$ cat src/source/soc_cfg.svh
// Address map, RAM size and UART settings shared by RTL and testbench
// Region bases must be aligned to their region size
// SOC_UART_CLKS_PER_BIT must be 2 or more
`ifndef SOC_CFG_SVH
`define SOC_CFG_SVH

`define SOC_RAM_BASE          32'h0000_0000
`define SOC_RAM_WORDS         256
`define SOC_UART_BASE         32'h0000_1000
`define SOC_UART_TXDATA       32'h0
`define SOC_UART_RXDATA       32'h4
`define SOC_UART_STATUS       32'h8
`define SOC_UART_CLKS_PER_BIT 8
`define SOC_UART_FIFO_DEPTH   4

`endif

$ cat src/source/soc_pkg.sv
// Bus, response, target and character types for the peripheral SoC
`include "soc_cfg.svh"

package soc_pkg;

    typedef logic [31:0] axil_addr_t;
    typedef logic [31:0] axil_data_t;
    typedef logic [3:0]  axil_strb_t;
    typedef logic [$clog2(`SOC_RAM_WORDS)-1:0] word_addr_t;

    typedef enum logic [1:0] {
        RESP_OKAY   = 2'b00,
        RESP_SLVERR = 2'b10,
        RESP_DECERR = 2'b11
    } axil_resp_t;

    typedef enum logic [1:0] {SEL_RAM, SEL_UART, SEL_NONE} target_sel_t;

    typedef logic [7:0] uart_byte_t;

endpackage

$ cat src/source/byte_fifo.sv
// Byte FIFO, first-word fall-through on pop_byte_o
// A push while full or a pop while empty is ignored
`timescale 1ns/1ps
`include "soc_cfg.svh"

module byte_fifo import soc_pkg::*; #(
    parameter int depth = `SOC_UART_FIFO_DEPTH
) (
    input  logic        clock,
    input  logic        reset_i,
    input  logic        push_i,
    input  uart_byte_t  push_byte_i,
    input  logic        pop_i,
    output uart_byte_t  pop_byte_o,
    output logic        full_o,
    output logic        empty_o
);
    localparam int ptr_w = (depth > 1) ? $clog2(depth) : 1;

    uart_byte_t       mem [depth];
    logic [ptr_w-1:0] wr_ptr_q;
    logic [ptr_w-1:0] rd_ptr_q;
    logic [ptr_w:0]   count_q;
    logic             do_push;
    logic             do_pop;

    assign full_o = (count_q == (ptr_w+1)'(depth));
    assign empty_o = (count_q == '0);
    assign do_push = push_i & ~full_o;
    assign do_pop = pop_i & ~empty_o;
    assign pop_byte_o = mem[rd_ptr_q];

    always_ff @(posedge clock) begin
        if (reset_i) begin
            wr_ptr_q <= '0;
            rd_ptr_q <= '0;
            count_q <= '0;
        end else begin
            if (do_push) begin
                wr_ptr_q <= (wr_ptr_q == ptr_w'(depth - 1)) ? '0 : wr_ptr_q + 1'b1;
            end
            if (do_pop) begin
                rd_ptr_q <= (rd_ptr_q == ptr_w'(depth - 1)) ? '0 : rd_ptr_q + 1'b1;
            end
            count_q <= count_q + do_push - do_pop;
        end
    end

    always_ff @(posedge clock) begin
        if (do_push) begin
            mem[wr_ptr_q] <= push_byte_i;
        end
    end

endmodule

$ cat config.mk
export PLATFORM = sky130hd
export DESIGN_NAME = byte_fifo
export DESIGN_NICKNAME = d
export VERILOG_FILES = /design/src/source/soc_pkg.sv /design/src/source/byte_fifo.sv
export VERILOG_INCLUDE_DIRS = /design/src /design/src/source
export SDC_FILE = /design/constraint.sdc
export NUM_CORES = 1
export LEC_CHECK = 0
export BUFFER_PORTS_ARGS = -buffer_cell sky130_fd_sc_hd__buf_4
export CORE_MARGIN = 3
export CORE_UTILIZATION = 59
export DETAILED_ROUTE_END_ITERATION = 7
export PLACE_DENSITY = 0.86
export SLEW_MARGIN = 20
export SYNTH_ARGS = -nofsm -noshare
export SYNTH_HDL_FRONTEND = slang
export SYNTH_SLANG_ARGS = --single-unit
$ cat constraint.sdc
create_clock -name clock -period 4.9 [get_ports clock]
set_input_delay 0.735 -clock clock [delete_from_list [all_inputs] [get_ports clock]]
set_output_delay 0.735 -clock clock [all_outputs]
set_load 0.005 [all_outputs]
==> run summary <==
Status: finished clean
Drt drc: 0
RePlAce Congestion: 0.655
R2R Path End: count_q[2]
Antenna violations before repair: 0
Layout Cells excl Fill: 148
Starting Density: 0.638
WS Path Type: reg2out
Avg Vias per Cell: 5.71
Post-Route WL: 2570 µm
Syn avg cell area: 17.8 µm²
Layout cells sized above 1: 0.331
Worst setup margin: 2430 ps
Fin crit period: 2470 ps
Switching Share: 0.250
First-pass GRT wire length: 4120 µm
Number of fill cells: 167
Syn. warnings: 0
Area Growth Syn to Fin: 15.9%
Pre-CTS setup slack: 2450 ps
Routed length per instance: 17.3 µm
Net switching power: 0.000225 W
Post-synth top area share: 0.587
Crit start category: flop
CTS tree: built
Comb pwr share: 0.242
Root buffer cell: clkbuf_4
Post-synth EDFFs: 32
I/O pin count: 22
Clk pwr share: 0.246
Clock Latency Late Sink: 330 ps
Setup Fix Bufs, Post-CTS: 0
CORE AREA: 2570 µm²
Post-synthesis register bit count: 41
Post-cts sizing count: 0
Clock sink count: 41
CP arrival: 1730 ps
Number of global-route vias before repair: 859
Total leakage power: 0.725 nW
Tightest Pin Transition: 527 ps
Syn nets: 112
Fin. Hold Viols: 0
Ys async rst share: 0
Final period utilization: 0.504
Hpwl dp: 1880 µm
Post-route ant nets: 0
R2R depth: 10
Most common cell in the netlist: edfxtp_1
Most used DFF post-synth: edfxtp_1
Most instantiated cells after synthesis: edfxtp_1 (32), dfxtp_1 (9), inv_1 (8), mux4_2 (8), ha_1 (7)
Final setup viols: 0
Netlist cell types: 25
RSZ-0062 raised after global routing: no
Cell internal pwr: 0.000674 W
Sequential element share of the synthesized area: 0.697
Relative slew slack: 0.648
DIE AREA: 3440 µm²
Chip width: 58.7 µm
CP max FO: 8
Worst VDD drop: 0.339 mV
Clock tree buffer depth: 2
Die height: 58.7 µm
First-pass DRT Iterations: 4
Total power: 0.000899 W
Gr ovfl total: 0
Area contributors post-synth: edfxtp_1 (59%), dfxtp_1 (11%), mux4_2 (11%), ha_1 (5.3%), inv_1 (1.8%)
Final net count: 137
I/O Buffers: 21
Cells after DPL: 140
Critical path endpoint: pop_byte_o[1]
R2R Path Start: count_q[2]
CP endpoint kind: output pin
# rows: 18
Sequential power share: 0.512
Worst hold path type: reg2reg
Max-cap violations: 0
Inserted Diodes: 0
Worst reg2reg setup slack: 2530 ps
Req. time, crit path: 4160 ps
Hold Buf Count CTS: 0
CTS HTree Levels: 2
CTS buffer count: 5
Final Core Density: 0.739
Clk slew on worst S/H paths: 110 ps
Pins Over Slew Limit: 0
Mapped Area: 1640 µm²
Fmax: 0.405 GHz
Starting DRT DRC Count: 22
GRT Total Usage: 0.172
Worst-case clock skew: 4.50 ps
Area leader, netlist: edfxtp_1
Setup TNS: 0 ps
Pwr Density: 474 nW/µm²
Mapped Cells: 92
Largest net degree at the start of global routing: 13
Vias: 845
[worst max-delay path: stages (launching register included)]
cell,delay (ps)
dfxtp_1,670
mux4_2,580
buf_4,150
[metal layers]
layer,track usage,part of all wire
met1,0.206,0.41
met4,0.0388,0.0097
met2,0.303,0.53
met3,0.0592,0.050
met5,0,0
[placed cells by master, fill, tap and decap left out]
cell,instances
buf_4,21
nor2_1,2
or3_1,1
and3_1,3
o31ai_2,1
xnor2_1,2
or3b_1,1
a21o_1,1
o31ai_1,1
clkbuf_4,5
ha_1,7
clkbuf_8,1
mux2i_1,1
inv_1,8
edfxtp_1,32
fa_1,1
and3_2,1
clkbuf_1,1
dfxtp_1,9
a21oi_1,2
and2_4,1
nor3_1,2
nor2b_1,2
bufinv_16,1
mux4_2,8
nand2_1,1
nand3_1,2
[metrics by stage]
stage,area (µm²),hold WS [ps]
6_report,1900,519
3_5_place_dp,1810,496
4_1_cts,1900,516
5_1_grt,1900,541
2_1_floorplan,1640,456
3_3_place_gp,1810,479
[worst min path at each step]
stage / start / end / slack, ps / cells past startpoint
3_3_place_gp: rd_ptr_q[0] / rd_ptr_q[0] / 480 / 2
5_1_grt: rd_ptr_q[0] / rd_ptr_q[0] / 540 / 2
3_5_place_dp: rd_ptr_q[0] / rd_ptr_q[0] / 500 / 2
4_1_cts: rd_ptr_q[0] / rd_ptr_q[0] / 520 / 2
2_1_floorplan: rd_ptr_q[0] / flop / 460 / 2
6_report: rd_ptr_q[0] / rd_ptr_q[0] / 520 / 2
[flip-flops by register name, summed over array words and instances (netlist names), named ones only]
| register | flops |
|---|---|
| count_q | 3 |
| rd_ptr_q | 2 |
| wr_ptr_q | 2 |
| mem | 32 |
[logic make-up (layout without fill, tap and decap cells)]
group           after synthesis  count (layout)  share of synthesized area
simple gates                 16              16                     0.0573
xor+xnor                      2               2                     0.0107
buf+inv                      11              37                     0.0306
mux                           9               9                      0.116
compound gates                5               5                     0.0229
flops                        41              41                      0.697
fa+ha+maj                     8               8                     0.0657
[final cells by class]
| type | instances | area (µm²) | area share |
|---|---|---|---|
| timing repair buffer | 21 | 158 | 0.0831 |
| clock inverter | 1 | 30.0 | 0.0158 |
| multi-input combinational | 40 | 447 | 0.235 |
| inverter | 8 | 30.0 | 0.0158 |
| clock buffer | 7 | 55.1 | 0.0290 |
| tap | 30 | 37.5 | 0.0198 |
| sequential | 41 | 1140 | 0.601 |
[power by group through the flow]
stage,registers (W),clock network [W],logic [W]
after floorplan,0.000447,0,0.000156
after global placement,0.000467,0,0.000211
after detailed placement,0.000470,0,0.000221
after CTS,0.000462,0.000223,0.000222
after global routing,0.000469,0.000240,0.000242
final,0.000461,0.000221,0.000218
No activity file was read; power rests on OpenSTA's default activity.
