<file path="src/source/soc_cfg.svh">
// Address map, RAM size and UART settings shared by RTL and testbench
// Region bases must be aligned to their region size
// SOC_UART_CLKS_PER_BIT must be 2 or more
`ifndef SOC_CFG_SVH
`define SOC_CFG_SVH

`define SOC_RAM_BASE          32'h0000_0000
`define SOC_RAM_WORDS         256
`define SOC_UART_BASE         32'h0000_1000
`define SOC_UART_TXDATA       32'h0
`define SOC_UART_RXDATA       32'h4
`define SOC_UART_STATUS       32'h8
`define SOC_UART_CLKS_PER_BIT 8
`define SOC_UART_FIFO_DEPTH   4

`endif

</file>
<file path="src/source/soc_pkg.sv">
// Bus, response, target and character types for the peripheral SoC
`include "soc_cfg.svh"

package soc_pkg;

    typedef logic [31:0] axil_addr_t;
    typedef logic [31:0] axil_data_t;
    typedef logic [3:0]  axil_strb_t;
    typedef logic [$clog2(`SOC_RAM_WORDS)-1:0] word_addr_t;

    typedef enum logic [1:0] {
        RESP_OKAY   = 2'b00,
        RESP_SLVERR = 2'b10,
        RESP_DECERR = 2'b11
    } axil_resp_t;

    typedef enum logic [1:0] {SEL_RAM, SEL_UART, SEL_NONE} target_sel_t;

    typedef logic [7:0] uart_byte_t;

endpackage

</file>
<file path="src/source/uart_tx.sv">
// 8N1 serializer, takes the next byte from the FIFO as soon as it is idle
// Line idles high
`timescale 1ns/1ps
`include "soc_cfg.svh"

module uart_tx import soc_pkg::*; (
    input  logic        clock,
    input  logic        reset_i,
    input  logic        empty_i,
    input  uart_byte_t  byte_i,
    output logic        pop_o,
    output logic        busy_o,
    output logic        stx_o
);
    localparam int cpb = `SOC_UART_CLKS_PER_BIT;
    localparam int cnt_w = (cpb > 1) ? $clog2(cpb) : 1;

    logic             busy_q;
    logic [9:0]       shift_q;
    logic [3:0]       bit_cnt_q;
    logic [cnt_w-1:0] clk_cnt_q;

    assign pop_o = ~busy_q & ~empty_i;
    assign busy_o = busy_q;
    assign stx_o = busy_q ? shift_q[0] : 1'b1;

    always_ff @(posedge clock) begin
        if (reset_i) begin
            busy_q <= 1'b0;
            bit_cnt_q <= '0;
            clk_cnt_q <= '0;
        end else if (!busy_q) begin
            if (!empty_i) begin
                busy_q <= 1'b1;
                bit_cnt_q <= '0;
                clk_cnt_q <= '0;
            end
        end else if (clk_cnt_q == cnt_w'(cpb - 1)) begin
            clk_cnt_q <= '0;
            // Stop bit is bit 9
            if (bit_cnt_q == 4'd9) begin
                busy_q <= 1'b0;
            end else begin
                bit_cnt_q <= bit_cnt_q + 1'b1;
            end
        end else begin
            clk_cnt_q <= clk_cnt_q + 1'b1;
        end
    end

    // Frame is stop, data LSB first, start
    always_ff @(posedge clock) begin
        if (!busy_q && !empty_i) begin
            shift_q <= {1'b1, byte_i, 1'b0};
        end else if (busy_q && clk_cnt_q == cnt_w'(cpb - 1)) begin
            shift_q <= {1'b1, shift_q[9:1]};
        end
    end

endmodule

</file>
<file path="config.mk">
export PLATFORM = sky130hd
export DESIGN_NAME = uart_tx
export DESIGN_NICKNAME = d
export VERILOG_FILES = /design/src/source/soc_pkg.sv /design/src/source/uart_tx.sv
export VERILOG_INCLUDE_DIRS = /design/src /design/src/source
export SDC_FILE = /design/constraint.sdc
export NUM_CORES = 1
export LEC_CHECK = 0
export BUFFER_PORTS_ARGS = -buffer_cell sky130_fd_sc_hd__buf_2
export CELL_PAD_IN_SITES_DETAIL_PLACEMENT = 1
export CELL_PAD_IN_SITES_GLOBAL_PLACEMENT = 1
export CORE_UTILIZATION = 44
export CTS_CLUSTER_SIZE = 30
export DETAILED_ROUTE_END_ITERATION = 12
export PLACE_DENSITY_LB_ADDON = 0.1
export SLEW_MARGIN = 20
export SYNTH_ARGS = -nofsm -noshare
export SYNTH_HDL_FRONTEND = slang
export SYNTH_SLANG_ARGS = --single-unit
</file>
<file path="constraint.sdc">
create_clock -name clock -period 5.7 [get_ports clock]
set_clock_uncertainty 0.2 [all_clocks]
set_input_delay 0.57 -clock clock [delete_from_list [all_inputs] [get_ports clock]]
set_output_delay 0.57 -clock clock [all_outputs]
set_load 0.05 [all_outputs]
</file>
==> summary.txt <==
Critical path
  – Worst EP required: approximately 4.9 ns
  – Critical path launch point type: flop
  – Crit-path max cell delay: between 0.5 and 0.6 ns
  – CP max FO: 19
  – Worst EP arrival: approximately 1.7 ns
  – Critical-path cell list: nor2_1, buf_2
  – CP Depth: 2
  – Crit path kind: flop to output pin
  – Largest delay share family, worst path: simple AND/OR/NAND/NOR gates
  – Worst r2r path cells: 4
  – CP max stage cell: nor2_1
  – CP Capture Type: output pin
  – Buf+Inv Stages, Crit Path: 1

Layout
  – Util after Layout: 51.8%
  – Final nets: about 100
  – Antenna fix cells: 0
  – Area of the multi-input gates: about 350 sq um
  – Storage element area: 420 sq um
  – Fillers: 210
  – P&R area growth vs syn: 11.4%
  – Fraction of layout cells with a size suffix above 1: a little under a fifth

Synth
  – Post-synth net total: roughly 90
  – Ys async rst share: 0%
  – Post-synth top area cell: edfxtp_1
  – Syn avg cell area: 11.0 sq um
  – Netlist cell types: 29
  – Post-synth EDFFs: 8
  – Synth top area share: between 20% and 30%
  – Post-Syn Instances: 73
  – Post-synthesis sequential area ratio: between 50 and 60%
  – Syn. warnings: 0
  – Top cells by area, synth: edfxtp_1 30%, dfxtp_1 22%, ha_1 7.8%, a22o_1 7.6%, a21oi_1 3.7%
  – Ys flop type: dfxtp_1
  – Count leader, synth: dfxtp_1
  – #FFs+latches synth: 17
  – Most frequent cells after synthesis: 9 x dfxtp_1, 8 x edfxtp_1, 7 x a22o_1
  – Cell area after synthesis: approximately 800 sq um

Power and ir drop
  – P_sw: roughly 0.053 mW
  – Switching Fraction: 23.8%
  – Overall Power: around 0.22 mW
  – Comb power frac: approximately 9.7%
  – VDD IR max: roughly 190 uV
  – Sequential Power Share: around 62%
  – Internal cell power: around 0.17 mW
  – PD cells: around 250 nW/um^2
  – Clock share of power: between 20% and 30%
  – Static Leak: around 0.36 nW

GRT
  – Largest net degree at the start of global routing: 20
  – Remaining Overflow, GRT: 0
  – Initial antenna violation count: 0
  – First-pass GRT wire length: roughly 2600 um
  – Vias in the first global route: around 570
  – Gr usage total: roughly 18%

Floorplan
  – IO Pins: 14
  – Core area: 1730 sq um
  – Die height: around 45 um
  – Chip width: 44.7 um
  – Initial Utilization: a little under half
  – Die area: roughly 2000 sq um
  – FP Rows: 15

Timing
  – Final min period: ~2.4 ns
  – Fin Setup TNS: 0 ns
  – Slew HR: 51.5%
  – RSZ-0062 raised after global routing: no
  – Slew at the pin closest to its max-slew limit: 0.722 ns
  – Fin. max-slew vios: 0
  – Final setup violation count: 0
  – Max frequency: 408 MHz
  – Fin worst setup slack: 3.25 ns
  – Period utilization: 43.0%
  – Hold Vio Cnt, Final: 0

Clock tree
  – Post-CTS setup buffers: 0
  – Clock slew at reported path FFs: around 0.090 ns
  – CTS root buffer: clkbuf_4
  – Clock Latency Late Sink: approximately 0.28 ns
  – CTS tree: yes
  – Total clock sinks: 17
  – Worst-case clock buffer depth: 2
  – # resized after CTS: 0
  – H-tree levels: 1
  – CTS Buf Count: 3
  – Hold buffers post-CTS: 0

Placement
  – Post-detail-place hpwl: roughly 1100 um
  – Port buffer count: 13
  – Dpl ws: 3.34 ns
  – Gpl congestion: 0.688

Drt
  – Vias: ~570
  – DRC: 0
  – DRT Pass-1 Iters: 4
  – Post-Route WL: ~1500 um
  – Routed len/inst: 13.8 um
  – Initial drt markers: 6
  – Wire length on met3: about 58 um
  – DR vias/cell: ~5.2
  – Met2 wire len: just over 700 um
  – Final ANT Viol Nets: 0
  – M1 wire length: roughly 740 um
  – Top routing layer in use: met3

Run status
  – Outcome: finished, final reports clean

Flow run
  – Max Cap Viol: 0

Hold path
  – Hold Crit Depth: 2
  – Worst Hold Class: flop to flop
flip-flops by register name, summed over array words and instances (netlist names):
name / count
bit_cnt_q: 4
busy_o: 1
clk_cnt_q: 3
shift_q: 9
kinds of logic (layout without fill, tap and decap cells):
| logic type | count (synthesis) | count (layout) | share of synthesized area (%) |
|---|---|---|---|
| compound gates | 21 | 21 | 18.4 |
| simple gates | 23 | 23 | 17.1 |
| buf+inv | 7 | 18 | 4.36 |
| fa+ha+maj | 5 | 5 | 7.79 |
| flops | 17 | 17 | 52.3 |
layout by cell type, fill, tap and decap left out, types with 2 or more instances in the layout:
cell type	synthesis	routed
nor2b_1	2	2
nor2_1	2	2
a21oi_1	6	6
edfxtp_1	8	8
ha_1	5	5
buf_2	1	13
clkbuf_4	0	3
nand3_1	2	2
o221ai_1	2	2
nand2_1	5	5
a22o_1	7	7
dfxtp_1	9	9
or3_1	2	2
nand3b_1	3	3
path summary, 6_finish.rpt:
path / to / slack, ns / from
setup / recovery: pop_o / 3.25 / busy_o
hold / removal: shift_q[0] / 0.26 / shift_q[1]
setup reg to reg: shift_q[6] / 3.75 / clk_cnt_q[0]
hold reg to reg: shift_q[0] / 0.26 / shift_q[1]
metrics by stage:
step	hold slack, ns	std cells	area, sq um
2_1_floorplan	0.208	73	803
3_3_place_gp	0.241	105	868
4_1_cts	0.269	109	895
5_1_grt	0.285	109	895
3_5_place_dp	0.249	105	868
6_report	0.262	109	895
area by class of cell:
cell class	count	share of cell area, %
repair buffers	13	7.27
clock buffers	4	2.94
multi-input cells	49	38.9
well taps	25	3.50
inverters	1	0.420
flip-flops and latches	17	47.0
worst reg2reg max path: cells and delay by family, from the launching register on:
kind,cells,cell delay [ns]
flops,1,0.36
compound gates,1,0.46
simple gates,1,0.15
fa+ha+maj,2,0.42
power by group through the flow:
stage                     clock [mW]  sequential [mW]  combinational (mW)
after global placement             0            0.139              0.0212
after floorplan                    0            0.139              0.0151
after CTS                     0.0667            0.137              0.0219
after detailed placement           0            0.140              0.0219
final                         0.0628            0.137              0.0215
after global routing          0.0699            0.138              0.0237
per-layer routing:
layer / up-vias / GRT usage [%]
li1: 297 / -
met1: 265 / 23.7
met2: 9 / 28.8
met3: 0 / 7.20
met4: 0 / 1.82
met5: - / 0
(Power assumes the default switching activity.)
