===== src/source/soc_cfg.svh =====
// Address map, RAM size and UART settings shared by RTL and testbench
// Region bases must be aligned to their region size
// SOC_UART_CLKS_PER_BIT must be 2 or more
`ifndef SOC_CFG_SVH
`define SOC_CFG_SVH

`define SOC_RAM_BASE          32'h0000_0000
`define SOC_RAM_WORDS         256
`define SOC_UART_BASE         32'h0000_1000
`define SOC_UART_TXDATA       32'h0
`define SOC_UART_RXDATA       32'h4
`define SOC_UART_STATUS       32'h8
`define SOC_UART_CLKS_PER_BIT 8
`define SOC_UART_FIFO_DEPTH   4

`endif


===== src/source/soc_pkg.sv =====
// Bus, response, target and character types for the peripheral SoC
`include "soc_cfg.svh"

package soc_pkg;

    typedef logic [31:0] axil_addr_t;
    typedef logic [31:0] axil_data_t;
    typedef logic [3:0]  axil_strb_t;
    typedef logic [$clog2(`SOC_RAM_WORDS)-1:0] word_addr_t;

    typedef enum logic [1:0] {
        RESP_OKAY   = 2'b00,
        RESP_SLVERR = 2'b10,
        RESP_DECERR = 2'b11
    } axil_resp_t;

    typedef enum logic [1:0] {SEL_RAM, SEL_UART, SEL_NONE} target_sel_t;

    typedef logic [7:0] uart_byte_t;

endpackage


===== src/source/uart_regs.sv =====
// UART register block, purely combinational
// Full TX FIFO on write or empty RX FIFO on read gives an error; so does an unused offset
`timescale 1ns/1ps
`include "soc_cfg.svh"

module uart_regs import soc_pkg::*; (
    input  logic        sel_i,
    input  logic        we_i,
    input  word_addr_t  word_addr_i,
    input  axil_data_t  wdata_i,
    output axil_data_t  rdata_o,
    output logic        err_o,
    output logic        tx_push_o,
    output uart_byte_t  tx_byte_o,
    input  logic        tx_full_i,
    output logic        rx_pop_o,
    input  uart_byte_t  rx_byte_i,
    input  logic        rx_empty_i,
    input  logic        tx_busy_i,
    output logic        irq_o
);
    localparam word_addr_t tx_word = word_addr_t'(`SOC_UART_TXDATA / 4);
    localparam word_addr_t rx_word = word_addr_t'(`SOC_UART_RXDATA / 4);
    localparam word_addr_t status_word = word_addr_t'(`SOC_UART_STATUS / 4);

    assign tx_push_o = sel_i & we_i & (word_addr_i == tx_word) & ~tx_full_i;
    assign tx_byte_o = wdata_i[7:0];
    assign rx_pop_o = sel_i & ~we_i & (word_addr_i == rx_word) & ~rx_empty_i;
    assign irq_o = ~rx_empty_i;

    always_comb begin
        rdata_o = '0;
        err_o = 1'b0;
        if (sel_i) begin
            case (word_addr_i)
                tx_word: begin
                    err_o = we_i & tx_full_i;
                end
                rx_word: begin
                    if (!we_i) begin
                        err_o = rx_empty_i;
                        rdata_o = rx_empty_i ? '0 : {24'b0, rx_byte_i};
                    end
                end
                status_word: begin
                    // Bit 0 tx full, bit 1 rx ready, bit 2 tx busy
                    rdata_o = {29'b0, tx_busy_i, ~rx_empty_i, tx_full_i};
                end
                default: begin
                    err_o = 1'b1;
                end
            endcase
        end
    end

endmodule


===== config.mk =====
export PLATFORM = sky130hd
export DESIGN_NAME = uart_regs
export DESIGN_NICKNAME = d
export VERILOG_FILES = /design/src/source/soc_pkg.sv /design/src/source/uart_regs.sv
export VERILOG_INCLUDE_DIRS = /design/src /design/src/source
export SDC_FILE = /design/constraint.sdc
export NUM_CORES = 1
export LEC_CHECK = 0
export ABC_CLOCK_PERIOD_IN_PS = 1550
export BUFFER_PORTS_ARGS = -buffer_cell sky130_fd_sc_hd__buf_2
export CORE_UTILIZATION = 24
export DETAILED_ROUTE_END_ITERATION = 16
export PLACE_DENSITY = 0.84
export SLEW_MARGIN = 20
export SYNTH_ARGS = -nofsm -noshare
export SYNTH_HDL_FRONTEND = slang
export SYNTH_SLANG_ARGS = --single-unit

===== constraint.sdc =====
create_clock -name vclk -period 1.55
set_clock_uncertainty 0.2 [all_clocks]
set_input_delay 0.31 -clock vclk [all_inputs]
set_output_delay 0.31 -clock vclk [all_outputs]
set_load 0.005 [all_outputs]

==> results.md <==
- The tightest min-delay check is of the in -> out type.
- The synthesis warning total is 0.
- In this run the horizontal extent of the chip is about 45 um.
- There are 0 flip-flops and latches.
- The netlist uses 16 different library cells.
- The worst stage delay on the critical path is between 0.3 and 0.4 ns.
- The routed wire length per instance is 8.90 um.
- The area of the core is 1710 um2.
- The worst ir drop on vdd is 0.0938 mV.
- The top-level port count is 97.
- The hold-fix buffer count after cts is 0.
- The total negative setup slack is -1.70 ns.
- Routability-driven placement finished with a final weighted congestion of around 0.75.
- The tool flagged a number of max-cap violations equal to 0.
- Excluding fillers, the count of instances in the completed layout stands at around 120.
- Global routing finished with a remaining overflow of 0.
- The worst hold path begins at wdata_i[2].
- The global routing usage summed across all routing layers is 0.0842.
- The arrival time reported for the critical path endpoint is ~1.3 ns.
- The initial core utilization is 0.255.
- In this run the mean area of a mapped cell was roughly 7.1 um2.
- The signal on the critical path passes through buf_6 -> nor4_4 -> and4_4 -> and2_4 -> buf_6.
- The synthesized area is ~440 um2.
- Synthesis handed over a netlist of just over 60 instances.
- The run finished, with violations left.
- The checks that failed: setup timing.
- The first routing iteration left 3 violations.
- At the worst endpoint, the required time is about 1.0 ns.
- Measured on the finished design, the core utilization comes to 0.354.
- Summed over all cells, the static leakage comes to roughly 0.33 nW.
- The detail route stage leaves a number of antenna-violating nets equal to 0.
- The slowest cell on the critical path is sky130_fd_sc_hd__nor4_4.
- The number of port buffers is 33.
- After detailed routing, the number of remaining DRC violations is 0.
- Relative to the synthesized area, the layout overhead comes to 38.8%.
- The type of the worst setup path is in -> out.
- Summing all placed instances gives a cell area of 515 um2.
- The library cell used most frequently in the layout, excluding fill and tap cells, is sky130_fd_sc_hd__buf_2.
- The count of final hold-check violations is 0.
- The detailed-router iteration count before antenna repair is 4.
- The most used cell along the critical path is sky130_fd_sc_hd__buf_6.
- For this design the ratio of total power to cell area is roughly 160 nW/um2.
- Summing all non-filler instances in the final layout gives an area of between 600 and 700 um2.
- Together, buffers and inverters on the worst path number 2.
- STA classifies the critical path endpoint as an output pin.
- Across all layers, the routed design uses ~420 vias.
- The total number of placement rows is 15.
- The clock period minus worst slack is roughly 1.8 ns.
- The final layout contains routed wiring with a total length of 1020 um.
- The cell family contributing the most delay on the critical path is simple AND/OR/NAND/NOR gates.
- The post-route worst hold slack is between 0.4 and 0.5 ns.
- The period utilization is 1.14.
- Setup violations remaining at the end of the flow were counted as 11.
- The number of nets in the layout is 145.
- The overall power consumption is 93.8 uW.
- OpenSTA, run right after detailed placement, puts the worst setup slack at -0.234 ns.
- Counting tap cells, the placed design contains a total of ~120 instances.
- Dividing the detail-routed via count by the number of cells gives between 3 and 4.
- For this run, the register share of the synthesized area comes to 0.
- Setup repair after global routing could not meet its margin everywhere.
- The number of antenna diodes in the final layout is 0.
- The capture endpoint of the worst hold path is tx_byte_o[2].
- The final worst setup slack is -0.223 ns.
- The vertical die dimension is about 45 um.
- The initial antenna violation count is 0.
- The worst setup path is launched from an input pin.
- The number of cells on the worst hold path is 0.
- The register cell area after layout is 0 um2.
- The first global-routing pass estimated 1340 um of wire.
- The die covers 1990 um2.
- The largest driver fanout on the critical path is 6.
- The upper clock frequency limit is roughly 560 MHz.
- The share of post-route cells with drive strength above 1 is 0.567.
- The clock buffer count is 0.
- The via count of the first global-routing pass is about 350.
- Entering global routing, the biggest net connects 7 pins.
- The total half-perimeter wirelength after legalization and detailed placement is a little over 700 um.
- Leaving out fill and tap cells, the most frequent cells in the layout are 25 x sky130_fd_sc_hd__buf_2, 24 x sky130_fd_sc_hd__conb_1, 7 x sky130_fd_sc_hd__buf_6.
- The final max-slew violation count was 0.
## how the worst max path moves through the flow
stage | endpoint | slack (ns) | cells after the start | startpoint
after CTS | rdata_o[3] | -0.21 | 5 | word_addr_i[6]
final | rdata_o[3] | -0.22 | 5 | word_addr_i[4]
after global placement | tx_push_o | -0.23 | 5 | word_addr_i[5]
after global routing | rdata_o[3] | -0.27 | 5 | word_addr_i[4]
after floorplan | rdata_o[3] | 0.03 | 3 | rx_empty_i
after detailed placement | rdata_o[3] | -0.23 | 5 | rx_empty_i
## logic make-up (layout without fill, tap and decap cells)
group                  after synthesis  in the layout  synth area share
AO/OA/AOI/OAI                        5              5            0.0747
buffers and inverters               34             40             0.569
AND/OR/NAND/NOR                     21             21             0.348
other                                1             24           0.00861
## area by class of cell
cell class / count / area, um2
timing repair buffer: 38 / 256
inverter: 2 / 7.51
multi-input combinational: 50 / 309
fill: 185 / 1100
tap: 25 / 31.3
## Yosys cell counts
| cell type | number | area [um2] |
|---|---|---|
| sky130_fd_sc_hd__and2b_2 | 1 | 8.76 |
| sky130_fd_sc_hd__a31oi_1 | 2 | 12.5 |
| sky130_fd_sc_hd__inv_1 | 2 | 7.51 |
| sky130_fd_sc_hd__nor3_1 | 2 | 10.0 |
| sky130_fd_sc_hd__nor4_4 | 1 | 21.3 |
| sky130_fd_sc_hd__nor4b_4 | 1 | 23.8 |
| sky130_fd_sc_hd__and2_1 | 6 | 37.5 |
| sky130_fd_sc_hd__nor2_1 | 5 | 18.8 |
| sky130_fd_sc_hd__o21ai_0 | 1 | 5.00 |
| sky130_fd_sc_hd__and4_4 | 1 | 11.3 |
| sky130_fd_sc_hd__a22oi_1 | 2 | 15.0 |
| sky130_fd_sc_hd__nand2_1 | 1 | 3.75 |
| sky130_fd_sc_hd__nor2b_1 | 1 | 6.26 |
| sky130_fd_sc_hd__nand3_1 | 2 | 10.0 |
| sky130_fd_sc_hd__buf_4 | 32 | 240 |
| sky130_fd_sc_hd__conb_1 | 1 | 3.75 |
## routing by layer
layer  wire length (um)  up-vias  GRT usage
met5                  0        -          0
met1                343      184     0.0843
li1                   -      201          -
met3                 94        2    0.00816
met2                569       31      0.182
met4                 15        0     0.0121
## power breakdown
group / leakage (nW) / internal, mW / switching [mW] / total, mW
Clock: 0 / 0 / 0 / 0
Combinational: 0.334 / 0.0465 / 0.0473 / 0.0938
Sequential: 0 / 0 / 0 / 0
## timing repair
item,CTS,global route
endpoints found under the setup margin,11,11
buffers inserted,0,0
resized for setup,9,12
pin swaps,10,8
No activity file was read; power rests on OpenSTA's default activity.
