===== src/source/soc_cfg.svh =====
// Address map, RAM size and UART settings shared by RTL and testbench
// Region bases must be aligned to their region size
// SOC_UART_CLKS_PER_BIT must be 2 or more
`ifndef SOC_CFG_SVH
`define SOC_CFG_SVH

`define SOC_RAM_BASE          32'h0000_0000
`define SOC_RAM_WORDS         256
`define SOC_UART_BASE         32'h0000_1000
`define SOC_UART_TXDATA       32'h0
`define SOC_UART_RXDATA       32'h4
`define SOC_UART_STATUS       32'h8
`define SOC_UART_CLKS_PER_BIT 8
`define SOC_UART_FIFO_DEPTH   4

`endif


===== src/source/soc_pkg.sv =====
// Bus, response, target and character types for the peripheral SoC
`include "soc_cfg.svh"

package soc_pkg;

    typedef logic [31:0] axil_addr_t;
    typedef logic [31:0] axil_data_t;
    typedef logic [3:0]  axil_strb_t;
    typedef logic [$clog2(`SOC_RAM_WORDS)-1:0] word_addr_t;

    typedef enum logic [1:0] {
        RESP_OKAY   = 2'b00,
        RESP_SLVERR = 2'b10,
        RESP_DECERR = 2'b11
    } axil_resp_t;

    typedef enum logic [1:0] {SEL_RAM, SEL_UART, SEL_NONE} target_sel_t;

    typedef logic [7:0] uart_byte_t;

endpackage


===== src/source/axil_decoder.sv =====
// AXI4-Lite slave with one transaction in flight; a write wins over a read in the same cycle
// Targets answer in the handshake cycle and the response is registered for the next one
// The UART region is 16 bytes; anything outside RAM and UART gets DECERR
`timescale 1ns/1ps
`include "soc_cfg.svh"

module axil_decoder import soc_pkg::*; (
    input  logic        clock,
    input  logic        reset_i,
    input  axil_addr_t  s_awaddr_i,
    input  logic        s_awvalid_i,
    output logic        s_awready_o,
    input  axil_data_t  s_wdata_i,
    input  axil_strb_t  s_wstrb_i,
    input  logic        s_wvalid_i,
    output logic        s_wready_o,
    output axil_resp_t  s_bresp_o,
    output logic        s_bvalid_o,
    input  logic        s_bready_i,
    input  axil_addr_t  s_araddr_i,
    input  logic        s_arvalid_i,
    output logic        s_arready_o,
    output axil_data_t  s_rdata_o,
    output axil_resp_t  s_rresp_o,
    output logic        s_rvalid_o,
    input  logic        s_rready_i,
    output logic        ram_sel_o,
    output logic        uart_sel_o,
    output logic        we_o,
    output word_addr_t  word_addr_o,
    output axil_data_t  wdata_o,
    output axil_strb_t  wstrb_o,
    input  axil_data_t  ram_rdata_i,
    input  axil_data_t  uart_rdata_i,
    input  logic        uart_err_i
);
    localparam axil_addr_t ram_mask = axil_addr_t'(`SOC_RAM_WORDS * 4 - 1);
    localparam axil_addr_t uart_mask = axil_addr_t'(15);
    localparam int word_aw = $bits(word_addr_t);

    logic        bvalid_q;
    logic        rvalid_q;
    axil_resp_t  bresp_q;
    axil_resp_t  rresp_q;
    axil_data_t  rdata_q;
    logic        pending;
    logic        wr_go;
    logic        rd_go;
    axil_addr_t  req_addr;
    target_sel_t target;
    axil_resp_t  resp_now;
    axil_data_t  rdata_now;

    function automatic target_sel_t decode(input axil_addr_t addr);
        if ((addr & ~ram_mask) == `SOC_RAM_BASE) begin
            return SEL_RAM;
        end
        if ((addr & ~uart_mask) == `SOC_UART_BASE) begin
            return SEL_UART;
        end
        return SEL_NONE;
    endfunction

    // Nothing new is taken while a B or R response waits
    assign pending = bvalid_q | rvalid_q;
    assign s_awready_o = ~pending & s_awvalid_i & s_wvalid_i;
    assign s_wready_o = s_awready_o;
    assign s_arready_o = ~pending & s_arvalid_i & ~(s_awvalid_i & s_wvalid_i);
    assign wr_go = s_awready_o;
    assign rd_go = s_arready_o;

    assign req_addr = wr_go ? s_awaddr_i : s_araddr_i;
    assign target = decode(req_addr);
    assign ram_sel_o = (wr_go | rd_go) & (target == SEL_RAM);
    assign uart_sel_o = (wr_go | rd_go) & (target == SEL_UART);
    assign we_o = wr_go;
    assign word_addr_o = req_addr[word_aw+1:2];
    assign wdata_o = s_wdata_i;
    assign wstrb_o = s_wstrb_i;

    always_comb begin
        case (target)
            SEL_RAM: begin
                resp_now = RESP_OKAY;
                rdata_now = ram_rdata_i;
            end
            SEL_UART: begin
                resp_now = uart_err_i ? RESP_SLVERR : RESP_OKAY;
                rdata_now = uart_rdata_i;
            end
            default: begin
                resp_now = RESP_DECERR;
                rdata_now = '0;
            end
        endcase
    end

    always_ff @(posedge clock) begin
        if (reset_i) begin
            bvalid_q <= 1'b0;
            rvalid_q <= 1'b0;
        end else begin
            if (wr_go) begin
                bvalid_q <= 1'b1;
            end else if (s_bready_i) begin
                bvalid_q <= 1'b0;
            end
            if (rd_go) begin
                rvalid_q <= 1'b1;
            end else if (s_rready_i) begin
                rvalid_q <= 1'b0;
            end
        end
    end

    // Payload only loads on acceptance, so it stays put under back-pressure
    always_ff @(posedge clock) begin
        if (wr_go) begin
            bresp_q <= resp_now;
        end
        if (rd_go) begin
            rresp_q <= resp_now;
            rdata_q <= rdata_now;
        end
    end

    assign s_bvalid_o = bvalid_q;
    assign s_bresp_o = bresp_q;
    assign s_rvalid_o = rvalid_q;
    assign s_rresp_o = rresp_q;
    assign s_rdata_o = rdata_q;

endmodule


===== config.mk =====
export PLATFORM = sky130hd
export DESIGN_NAME = axil_decoder
export DESIGN_NICKNAME = d
export VERILOG_FILES = /design/src/source/soc_pkg.sv /design/src/source/axil_decoder.sv
export VERILOG_INCLUDE_DIRS = /design/src /design/src/source
export SDC_FILE = /design/constraint.sdc
export NUM_CORES = 1
export LEC_CHECK = 0
export ABC_CLOCK_PERIOD_IN_PS = 4340
export BUFFER_PORTS_ARGS = -buffer_cell sky130_fd_sc_hd__buf_4
export CAP_MARGIN = 20
export CORE_AREA = 5 5 97 99
export DETAILED_ROUTE_END_ITERATION = 6
export DIE_AREA = 0 0 102 104
export PLACE_DENSITY = 0.69
export SLEW_MARGIN = 20
export SYNTH_ARGS = -nofsm -noshare
export SYNTH_HDL_FRONTEND = slang
export SYNTH_SLANG_ARGS = --single-unit

===== constraint.sdc =====
create_clock -name clock -period 4.34 [get_ports clock]
set_input_delay 0.217 -clock clock [delete_from_list [all_inputs] [get_ports clock]]
set_output_delay 0.217 -clock clock [all_outputs]
set_load 0.05 [all_outputs]

==> flow_metrics.env, run 1 <==
export IMPL_dpl_hpwl_um=7210
export IMPL_async_flop_share=0
export IMPL_num_fill_cells=833
export IMPL_first_pass_iters=4
export IMPL_cts_buffers=5
export IMPL_powerDensity_nw_per_um2=242
export IMPL_start_util=0.297
export IMPL_finalPower_mw=0.910
export IMPL_initialDrtViolationCount=83
export IMPL_rsz0062_at_grt="no"
export IMPL_critPathLaunchType="flip-flop"
export IMPL_wl_met3_um=1090
export IMPL_yosysMostFrequentCell="nand2_1"
export IMPL_grt_pass1_wl_um=12800
export IMPL_synth_cell_types=30
export IMPL_finalCritPeriodShare=0.685
export IMPL_clockRootBuffer="clkbuf_8"
export IMPL_fp_dieW_um=102
export IMPL_cp_end_kind="output pin"
export IMPL_area_growth_pct=50.0
export IMPL_hold_buffers=0
export IMPL_wl_per_cell_um=17.9
export IMPL_via_per_inst=4.67
export IMPL_drtAntennaViolNets=0
export IMPL_hold_depth=2
export IMPL_reg2reg_depth=6
export IMPL_dr_wl_met2_um=4690
export IMPL_peakVddDrop_uv=106
export IMPL_diodes=0
export IMPL_ctsResizeCount=0
export IMPL_dieArea_um2=10600
export IMPL_maxSlewViolCount=0
export IMPL_syn_num_nets=411
export IMPL_ys_ff_latch=38
export IMPL_min_path_type="in2reg"
export IMPL_worstPathMaxFanout=35
export IMPL_cp_required_ns=4.12
export IMPL_drive_above_1_share=0.626
export IMPL_yosys_top_cells_count="67 x nand2_1, 42 x buf_4, 36 x edfxtp_1"
export IMPL_topRoutingLayerUsed="met5"
export IMPL_drv_cap=0
export IMPL_h_tree_depth=2
export IMPL_ys_seq_area_frac=0.446
export IMPL_clock_sinks=38
export IMPL_synth_area_top_cells="edfxtp_1 43%, o22ai_2 14%, buf_4 13%"
export IMPL_setup_violations=0
export IMPL_tritoncts="done"
export IMPL_synthCells=239
export IMPL_die_y_um=104
export IMPL_worst_pin_slew_ns=1.03
export IMPL_avgSynthCellArea_um2=10.5
export IMPL_grt_pass1_vias=2466
export IMPL_antenna_found_initial=0
export IMPL_skew_ns=0.00384
export IMPL_synthFlopType="edfxtp_1"
export IMPL_yosys_warnings=0
export IMPL_synth_top_area_frac=0.430
export IMPL_outcome="finished, final reports clean"
export IMPL_finalNetCount=551
export IMPL_drt_met1_wl_um=2880
export IMPL_place_gp_congestion=0.801
export IMPL_io_buffer_count=183
export IMPL_grt_use_total=0.156
export IMPL_path_clk_slew_ns=0.07
export IMPL_ios=260
export IMPL_slew_headroom=0.312
export IMPL_setup_tns_ns=0
export IMPL_core_area_um2=8470
export IMPL_total_leakage_power_nw=1.45
export IMPL_grt_max_degree=57
export IMPL_netlist_top_cell_by_area="edfxtp_1"
export IMPL_critPathArrivalTime_ns=2.76
export IMPL_cts_buffer_depth=2
export IMPL_drt_drc_violations_left=0
export IMPL_insertion_delay_ns=0.28
export IMPL_hold_viol_final=0
export IMPL_num_rows=34
export IMPL_syn_cell_area_um2=2510
export IMPL_drt_total_wl_um=8740
export IMPL_max_freq_mhz=336
export IMPL_overflow=0
export IMPL_fin_crit_ns=2.97
export IMPL_crit_type="reg2out"
export IMPL_vias=2281
export IMPL_synth_edf_count=36
export IMPL_r2r_setup_slack_ns=1.59
export IMPL_post_cts_buffers=0
-- metrics by stage --
stage               std cells  area (um^2)  hold WS (ns)  setup WS, ns  utilization
floorplan                 239         2510         0.289         0.712            -
global placement          480         3680         0.393          1.58        0.434
detailed placement        480         3680         0.391          1.55        0.434
CTS                       488         3760        0.0863          1.28        0.444
global route              488         3770        0.0927          1.13        0.445
finish                    488         3770        0.0928          1.37        0.445
-- layout by cell type (no fill, tap or decap), types with 2 or more instances in the layout --
master      n
nor4_1      7
mux2_2      8
nor3_1      5
nor2_1      4
buf_4     187
dfxtp_1     2
nand2_1    67
or4_1       3
nor4b_1     2
nor3_2      2
o22ai_2    29
o22ai_1     3
nand3_1     2
clkbuf_8    5
a21oi_1     2
edfxtp_1   36
-- logic make-up after synthesis --
| kind of cell | synth area share |
|---|---|
| AOI/OAI and AO/OA | 0.178 |
| muxes | 0.0359 |
| buffers and inverters | 0.163 |
| DFF | 0.446 |
| and+or+nand+nor | 0.176 |
-- per-layer routing --
layer,vias to the layer above,track usage
met5,-,0.0564
met2,152,0.291
met1,1022,0.153
met3,6,0.0657
li1,1099,-
met4,2,0.0309
-- worst max-delay path, stage by stage (launching register included) --
cell and delay, ns:
dfxtp_1 0.35, nor4bb_4 0.68, nand3b_1 0.24, o32a_2 0.87
nor3_2 0.09, buf_4 0.23
-- final timing paths --
check,startpoint,to
worst max-delay path,s_rvalid_o,uart_sel_o
worst min-delay path,reset_i,s_bvalid_o
worst max register to register,s_rvalid_o,s_rdata_o[7]
worst min register to register,s_bvalid_o,s_bvalid_o
-- final cells by class --
class	count	area [um^2]	share of cell area
clock buffers	6	72.6	0.0193
inverters	1	3.75	0.000997
repair buffers	187	1400	0.373
well taps	108	135	0.0359
flip-flops and latches	38	1120	0.298
clock inverters	2	8.76	0.00233
multi-input cells	146	1020	0.271
-- flip-flops by register name, indices dropped and copies added (netlist names) --
register    flops
s_bresp_o       2
s_bvalid_o      1
s_rresp_o       2
s_rvalid_o      1
s_rdata_o      32
-- where the power goes --
part / internal (mW) / switching [mW] / total [mW]
combinational: 0.119 / 0.139 / 0.258
clock: 0.110 / 0.121 / 0.231
sequential: 0.416 / 0.00530 / 0.421
total: 0.646 / 0.265 / 0.910
Power figures use the tool's default switching activity.
==> run 2, diff against run 1 <==
--- a/config.mk
+++ b/config.mk
@@ -6,13 +6,13 @@
 export SDC_FILE = /design/constraint.sdc
 export NUM_CORES = 1
 export LEC_CHECK = 0
-export ABC_CLOCK_PERIOD_IN_PS = 4340
+export ABC_CLOCK_PERIOD_IN_PS = 2900
 export BUFFER_PORTS_ARGS = -buffer_cell sky130_fd_sc_hd__buf_4
 export CAP_MARGIN = 20
-export CORE_AREA = 5 5 97 99
+export CORE_AREA = 5 5 98 100
 export DETAILED_ROUTE_END_ITERATION = 6
-export DIE_AREA = 0 0 102 104
-export PLACE_DENSITY = 0.69
+export DIE_AREA = 0 0 103 105
+export PLACE_DENSITY = 0.68
 export SLEW_MARGIN = 20
 export SYNTH_ARGS = -nofsm -noshare
 export SYNTH_HDL_FRONTEND = slang
==> constraint.sdc (replaced) <==
create_clock -name clock -period 2.9 [get_ports clock]
set_input_delay 0.145 -clock clock [delete_from_list [all_inputs] [get_ports clock]]
set_output_delay 0.145 -clock clock [all_outputs]
set_load 0.05 [all_outputs]
==> flow_metrics.env, run 2 (synthesis results as in run 1) <==
export IMPL_outcome="finished, final reports clean"
export IMPL_num_fill_cells=861
export IMPL_crit_buf_inv=2
export IMPL_grt_pass1_vias=2327
export IMPL_clock_sinks=38
export IMPL_first_pass_iters=4
export IMPL_hold_depth=2
export IMPL_place_gp_congestion=0.796
export IMPL_grt_max_degree=55
export IMPL_clockRootBuffer="clkbuf_8"
export IMPL_hold_buffers=0
export IMPL_total_leakage_power_nw=1.46
export IMPL_peakVddDrop_uv=183
export IMPL_path_depth=7
export IMPL_start_util=0.292
export IMPL_antenna_found_initial=0
export IMPL_grt_pass1_wl_um=13000
export IMPL_intPower_mw=0.967
export IMPL_area_growth_pct=50.9
export IMPL_tritoncts="done"
export IMPL_maxSlewViolCount=0
export IMPL_largest_register_ffs=32
export IMPL_slew_headroom=0.629
export IMPL_wl_per_cell_um=18.6
export IMPL_worst_pin_slew_ns=0.554
export IMPL_multi_input_area_um2=1010
export IMPL_cpMostUsedCell="buf_4"
export IMPL_ctsResizeCount=0
export IMPL_p_clk_frac=0.263
export IMPL_crit_family="simple AND/OR/NAND/NOR gates"
export IMPL_drive_above_1_share=0.631
export IMPL_pwr_share_comb=0.282
export IMPL_cts_buffers=5
export IMPL_setup_violations=0
export IMPL_critPathLaunchType="flip-flop"
export IMPL_critPathArrivalTime_ns=2.48
export IMPL_core_area_um2=8590
export IMPL_overflow=0
export IMPL_min_path_type="in2reg"
export IMPL_post_route_util=0.441
export IMPL_fp_dieW_um=103
export IMPL_powerDensity_nw_per_um2=365
export IMPL_setup_tns_ns=0
export IMPL_drtAntennaViolNets=0
export IMPL_place_inst=482
export IMPL_via_per_inst=4.67
export IMPL_finalCritPeriodShare=0.905
export IMPL_die_y_um=105
export IMPL_cp_end_kind="output pin"
export IMPL_crit_type="reg2out"
export IMPL_regArea_um2=1120
export IMPL_cp_cell_sequence="nor4bb_4 > buf_4 > nand3_1 > nor4_1 > nor2_4 > nor3_1 > buf_4"
export IMPL_switching_share=0.302
export IMPL_dieArea_um2=10800
export IMPL_finalNetCount=553
export IMPL_rsz0062_at_grt="no"
export IMPL_worstPathMaxFanout=14
export IMPL_hold_viol_final=0
export IMPL_grt_use_total=0.156
export IMPL_cp_required_ns=2.76
export IMPL_crit_slowest_cell="nor4_1"
export IMPL_io_buffer_count=183
export IMPL_max_stage_delay_ns=0.40
export IMPL_num_rows=34
export IMPL_ios=260
export IMPL_path_clk_slew_ns=0.08
export IMPL_final_cell_mix="188 x buf_4, 67 x nand2_1, 36 x edfxtp_1"
export IMPL_reg2reg_depth=7
export IMPL_fin_crit_ns=2.62
export IMPL_initialDrtViolationCount=105
export IMPL_finalPower_mw=1.38
export IMPL_skew_ns=0.0104
export IMPL_dpl_hpwl_um=7490
export IMPL_final_common_cell="buf_4"
export IMPL_diodes=0
export IMPL_drv_cap=0
export IMPL_pwr_share_seq=0.455
export IMPL_drt_drc_violations_left=0
export IMPL_p_switching_mw=0.418
export IMPL_whs_ns=0.0227
export IMPL_cts_buffer_depth=2
export IMPL_h_tree_depth=2
export IMPL_fin_cells=490
export IMPL_max_freq_mhz=381
export IMPL_insertion_delay_ns=0.28
export IMPL_post_cts_buffers=0
export IMPL_drt_total_wl_um=9120
export IMPL_vias=2287
==> run 2: cell type report <==
type | count | area share
Multi-Input combinational cell | 146 | 0.267
Timing Repair Buffer | 189 | 0.378
Clock buffer | 5 | 0.0182
Clock inverter | 3 | 0.00429
Tap cell | 108 | 0.0357
Inverter | 1 | 0.000991
Sequential cell | 38 | 0.296
==> run 2: metal layers <==
| metal | wire length [um] | global-route usage |
|---|---|---|
| met2 | 4790 | 0.279 |
| met5 | 0 | 0 |
| met4 | 131 | 0.0370 |
| met1 | 3300 | 0.180 |
| met3 | 898 | 0.0480 |
==> run 2: path summary, 6_finish.rpt <==
path	startpoint	to	slack, ns
setup / recovery	s_rvalid_o	ram_sel_o	0.28
hold / removal	reset_i	s_bvalid_o	0.02
setup reg to reg	s_rvalid_o	s_rdata_o[22]	0.58
hold reg to reg	s_bvalid_o	s_bvalid_o	0.62
==> run 2: through the flow <==
step           worst slack (ns)  instance area [um^2]
4_1_cts                   0.200                  3790
3_3_place_gp              0.554                  3700
3_5_place_dp              0.538                  3700
2_1_floorplan             0.182                  2510
5_1_grt                  0.0894                  3790
6_report                  0.276                  3790
==> run 2: power groups by stage <==
stage               Sequential [mW]  Clock (mW)  Combinational, mW
floorplan                     0.716           0              0.242
global placement              0.642           0              0.391
detailed placement            0.643           0              0.394
CTS                           0.631       0.388              0.395
global route                  0.633       0.401              0.412
finish                        0.630       0.364              0.391
